===== src/common/axi_chan_pkg.sv =====
/*
 * AXI4 bus widths for the isolator
 * Channel payload structs for AW, W, B, AR and R
 * Request and response bundles for one AXI port
 */

package axi_chan_pkg;

  // Bus widths
  localparam int unsigned ADDR_W = 32;
  localparam int unsigned DATA_W = 32;
  localparam int unsigned ID_W   = 4;
  localparam int unsigned STRB_W = DATA_W / 8;
  localparam int unsigned LEN_W  = 8;
  localparam int unsigned RESP_W = 2;

  ////////////////////////////////////////
  // Channel payloads
  ////////////////////////////////////////

  // Write address
  typedef struct packed {
    logic [ID_W-1:0]   id;
    logic [ADDR_W-1:0] addr;
    logic [LEN_W-1:0]  len;
    logic [2:0]        size;
    logic [1:0]        burst;
  } aw_chan_t;

  // Write data beat
  typedef struct packed {
    logic [DATA_W-1:0] data;
    logic [STRB_W-1:0] strb;
    logic              last;
  } w_chan_t;

  // Write response
  typedef struct packed {
    logic [ID_W-1:0]   id;
    logic [RESP_W-1:0] resp;
  } b_chan_t;

  // Read address, same layout as AW
  typedef struct packed {
    logic [ID_W-1:0]   id;
    logic [ADDR_W-1:0] addr;
    logic [LEN_W-1:0]  len;
    logic [2:0]        size;
    logic [1:0]        burst;
  } ar_chan_t;

  // Read data beat
  typedef struct packed {
    logic [ID_W-1:0]   id;
    logic [DATA_W-1:0] data;
    logic [RESP_W-1:0] resp;
    logic              last;
  } r_chan_t;

  ////////////////////////////////////////
  // Port bundles
  ////////////////////////////////////////

  // Everything the manager drives
  typedef struct packed {
    aw_chan_t aw;
    logic     aw_valid;
    w_chan_t  w;
    logic     w_valid;
    logic     b_ready;
    ar_chan_t ar;
    logic     ar_valid;
    logic     r_ready;
  } axi_req_t;

  // Everything the subordinate drives
  typedef struct packed {
    logic     aw_ready;
    logic     ar_ready;
    logic     w_ready;
    b_chan_t  b;
    logic     b_valid;
    r_chan_t  r;
    logic     r_valid;
  } axi_resp_t;

endpackage


===== src/common/isolate_pkg.sv =====
/*
 * Isolation gate state encoding
 * AXI response code used by the isolator environment
 */

package isolate_pkg;

  // Per address channel gate states
  // ISOLATE is the reset state, so the bus starts cut off
  typedef enum logic [1:0] {
    NORMAL  = 2'b00,
    HOLD    = 2'b01,
    DRAIN   = 2'b10,
    ISOLATE = 2'b11
  } gate_state_e;

  // Successful completion of a transfer
  localparam logic [1:0] RESP_OKAY = 2'b00;

endpackage


===== src/txn_gate/txn_gate.sv =====
/*
 * Address channel isolation gate
 * NORMAL / HOLD / DRAIN / ISOLATE state machine
 * Outstanding transaction counter with full back-pressure
 */

`timescale 1ns/1ps

module txn_gate #(
  parameter int unsigned NUM_PENDING = 16,
  parameter type         chan_t      = logic
) (
  input  logic                     clk_i,
  input  logic                     rst_n_i,
  input  logic                     isolate_i,
  input  logic                     slv_valid_i,
  input  logic                     mst_ready_i,
  input  logic                     done_i,
  input  logic                     stall_i,
  input  chan_t                    slv_chan_i,
  output logic                     mst_valid_o,
  output logic                     slv_ready_o,
  output logic                     accept_o,
  output chan_t                    mst_chan_o,
  output isolate_pkg::gate_state_e state_o
);
  import isolate_pkg::*;

  // Room for zero up to NUM_PENDING open transactions
  localparam int unsigned CNT_W = $clog2(NUM_PENDING + 1);

  typedef logic [CNT_W-1:0] cnt_t;

  gate_state_e state_q;
  gate_state_e state_d;
  cnt_t        cnt_q;
  cnt_t        cnt_d;
  logic        full;
  logic        block;
  logic        active;

  // Counter at its limit or an outside stall blocks new addresses
  assign full  = (cnt_q >= cnt_t'(NUM_PENDING));
  assign block = full | stall_i;

  // Handshakes count only while the channel is connected
  assign active   = (state_q == NORMAL) | (state_q == HOLD);
  assign accept_o = active & mst_valid_o & mst_ready_i;

  assign state_o = state_q;

  ////////////////////////////////////////
  // Gate state machine
  ////////////////////////////////////////

  always_comb begin
    state_d     = state_q;
    // Cut by default
    mst_valid_o = 1'b0;
    slv_ready_o = 1'b0;
    mst_chan_o  = '0;

    case (state_q)
      NORMAL: begin
        mst_chan_o = slv_chan_i;
        if (block) begin
          // Handshake held off until the count falls
          if (isolate_i) begin
            state_d = DRAIN;
          end
        end else begin
          // Straight pass-through
          mst_valid_o = slv_valid_i;
          slv_ready_o = mst_ready_i;
          if (slv_valid_i && !mst_ready_i) begin
            // Valid is out, must stay up until taken
            state_d = HOLD;
          end else if (isolate_i) begin
            state_d = DRAIN;
          end
        end
      end

      HOLD: begin
        // Keep the pending address on the bus, even under isolation
        mst_chan_o  = slv_chan_i;
        mst_valid_o = 1'b1;
        slv_ready_o = mst_ready_i;
        if (mst_ready_i) begin
          state_d = isolate_i ? DRAIN : NORMAL;
        end
      end

      DRAIN: begin
        // No new addresses, wait for open ones to finish
        if (cnt_q == '0) begin
          state_d = ISOLATE;
        end
      end

      ISOLATE: begin
        if (!isolate_i) begin
          state_d = NORMAL;
        end
      end

      default: begin
        state_d = ISOLATE;
      end
    endcase
  end

  ////////////////////////////////////////
  // Outstanding counter
  ////////////////////////////////////////

  always_comb begin
    case ({accept_o, done_i})
      2'b10:   cnt_d = cnt_q + 1'b1;
      2'b01:   cnt_d = cnt_q - 1'b1;
      // Start and finish in one cycle cancel out
      default: cnt_d = cnt_q;
    endcase
  end

  always_ff @(posedge clk_i or negedge rst_n_i) begin
    if (!rst_n_i) begin
      state_q <= ISOLATE;
      cnt_q   <= '0;
    end else begin
      state_q <= state_d;
      cnt_q   <= cnt_d;
    end
  end

endmodule


===== src/rtl/w_tracker.sv =====
/*
 * Pending W burst tracker
 * Opens the W channel only for bursts whose AW went out
 */

`timescale 1ns/1ps

module w_tracker #(
  parameter int unsigned NUM_PENDING = 16
) (
  input  logic                  clk_i,
  input  logic                  rst_n_i,
  input  logic                  aw_accept_i,
  input  axi_chan_pkg::w_chan_t slv_w_i,
  input  logic                  slv_w_valid_i,
  input  logic                  mst_w_ready_i,
  output axi_chan_pkg::w_chan_t mst_w_o,
  output logic                  mst_w_valid_o,
  output logic                  slv_w_ready_o,
  output logic                  w_full_o
);

  // Zero through NUM_PENDING open bursts
  localparam int unsigned CNT_W = $clog2(NUM_PENDING + 1);

  typedef logic [CNT_W-1:0] cnt_t;

  cnt_t cnt_q;
  cnt_t cnt_d;
  logic w_last_hs;
  logic w_open;

  // Final beat of a burst leaves on the master side
  assign w_last_hs = mst_w_valid_o & mst_w_ready_i & mst_w_o.last;

  // An AW in this same cycle already unlocks its data
  assign w_open = (cnt_q != '0) | aw_accept_i;

  // W pass-through, zeroed while no burst is open
  assign mst_w_o       = w_open ? slv_w_i : '0;
  assign mst_w_valid_o = w_open & slv_w_valid_i;
  assign slv_w_ready_o = w_open & mst_w_ready_i;

  // Stalls the AW gate at the limit
  assign w_full_o = (cnt_q >= cnt_t'(NUM_PENDING));

  always_comb begin
    case ({aw_accept_i, w_last_hs})
      2'b10:   cnt_d = cnt_q + 1'b1;
      2'b01:   cnt_d = cnt_q - 1'b1;
      default: cnt_d = cnt_q;
    endcase
  end

  always_ff @(posedge clk_i or negedge rst_n_i) begin
    if (!rst_n_i) begin
      cnt_q <= '0;
    end else begin
      cnt_q <= cnt_d;
    end
  end

endmodule


===== src/rtl/axi_isolate.sv =====
/*
 * AXI4 bus isolator top level
 * Write address gate, read address gate and W burst tracker
 * Cuts B and R while isolated and reports isolated_o
 */

`timescale 1ns/1ps

module axi_isolate #(
  parameter int unsigned NUM_PENDING = 16
) (
  input  logic                  clk_i,
  input  logic                  rst_n_i,
  input  logic                  isolate_i,
  input  axi_chan_pkg::axi_req_t  slv_req_i,
  output axi_chan_pkg::axi_resp_t slv_resp_o,
  output axi_chan_pkg::axi_req_t  mst_req_o,
  input  axi_chan_pkg::axi_resp_t mst_resp_i,
  output logic                  isolated_o
);
  import axi_chan_pkg::*;
  import isolate_pkg::*;

  // Gate states
  gate_state_e aw_state;
  gate_state_e ar_state;

  // Master side address channels from the gates
  aw_chan_t mst_aw;
  ar_chan_t mst_ar;
  logic     mst_aw_valid;
  logic     mst_ar_valid;
  logic     slv_aw_ready;
  logic     slv_ar_ready;

  // Transaction bookkeeping
  logic aw_accept;
  logic aw_done;
  logic ar_done;
  logic w_full;

  // Master side W from the tracker
  w_chan_t mst_w;
  logic    mst_w_valid;
  logic    slv_w_ready;

  // Response channels are cut only once fully isolated
  logic b_cut;
  logic r_cut;

  assign b_cut = (aw_state == ISOLATE);
  assign r_cut = (ar_state == ISOLATE);

  // A write ends with its B handshake, a read with its last R beat
  assign aw_done = mst_req_o.b_ready & mst_resp_i.b_valid;
  assign ar_done = mst_req_o.r_ready & mst_resp_i.r_valid & mst_resp_i.r.last;

  ////////////////////////////////////////
  // Write side
  ////////////////////////////////////////

  txn_gate #(
    .NUM_PENDING (NUM_PENDING),
    .chan_t      (aw_chan_t)
  ) u_aw_gate (
    .clk_i       (clk_i),
    .rst_n_i     (rst_n_i),
    .isolate_i   (isolate_i),
    .slv_valid_i (slv_req_i.aw_valid),
    .mst_ready_i (mst_resp_i.aw_ready),
    .done_i      (aw_done),
    .stall_i     (w_full),
    .slv_chan_i  (slv_req_i.aw),
    .mst_valid_o (mst_aw_valid),
    .slv_ready_o (slv_aw_ready),
    .accept_o    (aw_accept),
    .mst_chan_o  (mst_aw),
    .state_o     (aw_state)
  );

  w_tracker #(
    .NUM_PENDING (NUM_PENDING)
  ) u_w_tracker (
    .clk_i         (clk_i),
    .rst_n_i       (rst_n_i),
    .aw_accept_i   (aw_accept),
    .slv_w_i       (slv_req_i.w),
    .slv_w_valid_i (slv_req_i.w_valid),
    .mst_w_ready_i (mst_resp_i.w_ready),
    .mst_w_o       (mst_w),
    .mst_w_valid_o (mst_w_valid),
    .slv_w_ready_o (slv_w_ready),
    .w_full_o      (w_full)
  );

  ////////////////////////////////////////
  // Read side
  ////////////////////////////////////////

  // Reads have no data side counter, so nothing stalls AR from outside
  txn_gate #(
    .NUM_PENDING (NUM_PENDING),
    .chan_t      (ar_chan_t)
  ) u_ar_gate (
    .clk_i       (clk_i),
    .rst_n_i     (rst_n_i),
    .isolate_i   (isolate_i),
    .slv_valid_i (slv_req_i.ar_valid),
    .mst_ready_i (mst_resp_i.ar_ready),
    .done_i      (ar_done),
    .stall_i     (1'b0),
    .slv_chan_i  (slv_req_i.ar),
    .mst_valid_o (mst_ar_valid),
    .slv_ready_o (slv_ar_ready),
    .accept_o    (),
    .mst_chan_o  (mst_ar),
    .state_o     (ar_state)
  );

  ////////////////////////////////////////
  // Port assembly
  ////////////////////////////////////////

  always_comb begin
    // Request towards the master port
    mst_req_o.aw       = mst_aw;
    mst_req_o.aw_valid = mst_aw_valid;
    mst_req_o.w        = mst_w;
    mst_req_o.w_valid  = mst_w_valid;
    mst_req_o.b_ready  = b_cut ? 1'b0 : slv_req_i.b_ready;
    mst_req_o.ar       = mst_ar;
    mst_req_o.ar_valid = mst_ar_valid;
    mst_req_o.r_ready  = r_cut ? 1'b0 : slv_req_i.r_ready;

    // Response back to the slave port
    slv_resp_o.aw_ready = slv_aw_ready;
    slv_resp_o.ar_ready = slv_ar_ready;
    slv_resp_o.w_ready  = slv_w_ready;
    slv_resp_o.b        = b_cut ? '0 : mst_resp_i.b;
    slv_resp_o.b_valid  = b_cut ? 1'b0 : mst_resp_i.b_valid;
    slv_resp_o.r        = r_cut ? '0 : mst_resp_i.r;
    slv_resp_o.r_valid  = r_cut ? 1'b0 : mst_resp_i.r_valid;
  end

  // Isolated only when both directions are cut
  assign isolated_o = b_cut & r_cut;

endmodule


===== config.mk =====
export PLATFORM = sky130hd
export DESIGN_NAME = axi_isolate
export DESIGN_NICKNAME = d
export VERILOG_FILES = /design/src/common/axi_chan_pkg.sv /design/src/common/isolate_pkg.sv /design/src/txn_gate/txn_gate.sv /design/src/rtl/w_tracker.sv /design/src/rtl/axi_isolate.sv
export SDC_FILE = /design/constraint.sdc
export NUM_CORES = 1
export LEC_CHECK = 0
export BUFFER_PORTS_ARGS = -buffer_cell sky130_fd_sc_hd__buf_2
export CORE_AREA = 3 3 148 150
export CTS_BUF_LIST = sky130_fd_sc_hd__clkbuf_4
export DETAILED_ROUTE_END_ITERATION = 7
export DIE_AREA = 0 0 151 153
export GPL_TIMING_DRIVEN = 0
export SLEW_MARGIN = 20
export SYNTH_ARGS = -nofsm -noshare
export SYNTH_HDL_FRONTEND = slang
export SYNTH_SLANG_ARGS = --single-unit

===== constraint.sdc =====
create_clock -name clk_i -period 3.3 [get_ports clk_i]
set_input_delay 0.99 -clock clk_i [delete_from_list [all_inputs] [get_ports clk_i]]
set_output_delay 0.99 -clock clk_i [all_outputs]
set_load 0.1 [all_outputs]

==> flow_summary_export.csv <==
group,metric,value,unit
sta,hold_viol,0,
routing,first_iter_violations,69,
grt,gr-total-overflow,0,
floorplan,dieHeight,153,um
routing,firstDrtPassIters,4,
pwr,switchingPower,4100,uW
cts,ctsHoldBuffers,0,
pwr,clkPwrFrac,2.3,%
yosys,synth.yosys.seq_area_share,18.3,%
sta,post-route-worst-setup-slack,-0.00261,ns
yosys,synth-seq-cells,19,
place,dp_cells,1003,
setup_path,required,2.31,ns
routing,via_per_inst,3.68,
place,dp_hpwl,12.5,mm
setup_path,crit_type,"in2out",
pwr,irDropWorstVdd,484,uV
floorplan,dieWidth,151,um
yosys,synth_cell_types,39,
sta,rsz0062_at_grt,"true",
routing,met3WireLength,1.10,mm
cts,clkTransAtPathRegs,0.14,ns
pwr,seqPwrFrac,8.5,%
setup_path,worstPathMaxFanout,10,
cells_and_area,nNetsFinal,940,
yosys,async_flop_share,100,%
floorplan,io_pins,384,
grt,grt_max_degree,20,
sta,slew_viol_final,0,
setup_path,r2r-start,"u_w_tracker.cnt_q[1]",
yosys,synthCells,345,
cts,cts_max_level,1,
place,dpl_cell_area,5170,um^2
place,io_buffers,383,
routing,ant_nets,0,
pwr,power,5770,uW
grt,grt_pass1_vias,3610,
cells_and_area,fin_area,5850,um^2
sta,slew_headroom,51.6,%
routing,vias,3707,
setup_path,reg2regPathDepth,10,
pwr,cellLeakagePower,0.00311,uW
routing,met1_length,6.05,mm
setup_path,cp_data_arrival_time,2.31,ns
grt,antenna_found_initial,2,
sta,worst_pin_slew,0.726,ns
cts,clkLatencyLatePin,0.31,ns
yosys,syn_nets,553,
pwr,netSwitchingFraction,71.1,%
setup_path,rr_endpoint,"u_w_tracker.cnt_q[4]",
pwr,powerDensity,987,nW/um^2
floorplan,die-area,23100,um^2
cts,cts.sink_count,19,
setup_path,r2r_slack,0.26,ns
pwr,intPower,1670,uW
grt,grt_use_total,11.0,%
sta,fin_crit_sh,100,%
routing,dr_wl_met2,7.54,mm
routing,drcViolationCount,0,
grt,grt_pass1_wl,20.1,mm
outcome,status,"finished, violations left",
cts,cts_max_path_buffers,2,
min_path,hold_class,"reg2reg",
routing,wl_per_cell,14.7,um
yosys,ys.warnings.count,0,
setup_path,cp-end-kind,"output pin",
sta,min_period,3.30,ns
floorplan,row_count,53,
yosys,synthFlopType,"dfrtp_1",
yosys,avgSynthCellArea,7.60,um^2
routing,routed.top_layer,"met5",
setup_path,crit_start,"slv_req_i[90]",
cts,cts-root-buf,"clkbuf_4",
place,gp_congestion,0.775,
cts,cts_tree,"done",
floorplan,core-area,20800,um^2
sta,fin_hold_ws,0.529,ns
run,maxCapViolCount,0,
cells_and_area,drive_above_1_share,75.0,%
sta,fmax,303,MHz
cts,numCtsBuffers,3,
routing,wl,14.8,mm
pwr,p_comb_share,89.2,%
setup_path,cp-start-kind,"input pin",
cells_and_area,stdcell_count,1007,
yosys,synth_area,2620,um^2
cells_and_area,syn_to_final_growth,123,%
yosys,synth_enable_flop_cells,0,
sta,setup_viol,1,
sta,fin_skew,0.00150,ns
outcome,violations,"negative setup slack",
setup_path,endpoint,"mst_req_o[61]",
floorplan,start_util,12.6,%
cells_and_area,final_util,28.1,%
==> layout make-up <==
type                       count  area (um^2)
fill                        2291        15000
timing repair buffer         386         2540
multi-input combinational    290         2280
sequential                    19          480
tap                          275          344
buffer                        25          140
inverter                       7         26.3
clock buffer                   3         22.5
clock inverter                 1         7.51
antenna                        1         2.50
==> registers in the layout (all words and copies together) (netlist names) <==
register	flops
u_w_tracker.cnt_q	5
u_aw_gate.state_o	2
u_aw_gate.cnt_q	5
u_ar_gate.cnt_q	5
u_ar_gate.state_o	2
==> worst min-delay path by stage <==
stage	start	endpoint	slack, ns	cells past startpoint
finish	u_w_tracker.cnt_q[3]	u_w_tracker.cnt_q[3]	0.53	2
detailed placement	u_w_tracker.cnt_q[3]	u_w_tracker.cnt_q[3]	0.51	2
CTS	u_aw_gate.cnt_q[4]	u_aw_gate.cnt_q[4]	0.53	1
global route	u_ar_gate.cnt_q[2]	u_ar_gate.cnt_q[2]	0.56	2
floorplan	u_ar_gate.cnt_q[3]	u_ar_gate.cnt_q[3]	0.47	2
global placement	u_aw_gate.cnt_q[3]	u_aw_gate.cnt_q[3]	0.50	2
==> Yosys cell counts, types with 3 or more instances <==
master | instances | area [um^2]
dfstp_2 | 4 | 105
ha_1 | 12 | 150
xnor2_1 | 5 | 43.8
buf_6 | 4 | 45.0
clkbuf_1 | 18 | 67.6
dfrtp_1 | 15 | 375
nor3_1 | 4 | 20.0
xor2_1 | 6 | 52.6
fa_1 | 3 | 60.1
a21oi_1 | 7 | 35.0
and2_1 | 88 | 551
nor2b_1 | 99 | 619
nor3b_1 | 3 | 22.5
nand2_1 | 15 | 56.3
inv_1 | 7 | 26.3
nor2_1 | 4 | 15.0
o21ai_0 | 11 | 55.1
o31ai_1 | 3 | 22.5
a21o_1 | 3 | 22.5
buf_4 | 6 | 45.0
==> layer usage <==
layer	global-route usage, %	up-vias
li1	-	1867
met1	14.0	1676
met2	19.5	152
met3	2.49	10
met4	0.820	2
met5	0	-
==> worst max-delay path: stages <==
cell and delay [ns]:
buf_6 0.07, or3b_1 0.35, a21oi_2 0.18, a211o_4 0.22
buf_6 0.16, and2_4 0.17, buf_12 0.17
==> timing repair <==
action                     4_1_cts  5_1_grt
resized for setup              105       87
gates cloned                     1        1
setup endpoints to repair      129       40
setup buffers                    1        0
pin swaps                        2       10
==> power by group through the flow <==
stage	sequential [uW]	combinational, uW	clock (uW)
final	489	5150	132
after global routing	519	5350	152
after CTS	496	4920	140
after detailed placement	465	4720	0
after global placement	465	4700	0
after floorplan	440	4000	0
==> cells by family after synthesis <==
| group | after synthesis | synth area share [%] |
|---|---|---|
| buffers and inverters | 36 | 7.16 |
| multiplexers | 4 | 1.62 |
| AND/OR/NAND/NOR | 227 | 53.0 |
| flip-flops | 19 | 18.3 |
| adder cells (fa/ha/maj) | 15 | 8.02 |
| AO/OA/AOI/OAI | 33 | 8.25 |
| XOR/XNOR | 11 | 3.67 |
==> layout by cell type (no fill, tap or decap), types with 2 or more instances in the layout <==
cell type,count
fa_1,3
o41ai_1,2
a21o_1,3
dfstp_2,4
ha_1,12
o21ai_0,11
nor3b_1,3
or4_1,2
o31ai_1,3
dfrtp_1,15
buf_12,39
xor2_1,6
and2_4,30
nor3_1,4
a21oi_1,7
or2_2,2
clkbuf_4,3
buf_4,5
mux2_2,2
and2_1,48
nor2b_2,96
nor2b_1,3
nor2_1,3
a21boi_0,2
nand2_1,15
and2_2,10
buf_6,7
mux2i_1,2
buf_2,344
clkbuf_1,16
and3_1,2
xnor2_1,5
nand3_1,2
inv_1,7
and3b_1,2
==> metrics by stage <==
stage / setup TNS, ns / setup slack (ns)
final: -0.00261 / -0.00261
after detailed placement: -10.67 / -0.336
after floorplan: -0.0282 / -0.0141
after global placement: -11.14 / -0.348
after CTS: -0.0166 / -0.0166
after global routing: -0.823 / -0.0486
Note: power is estimated with default switching activity, not from simulation.
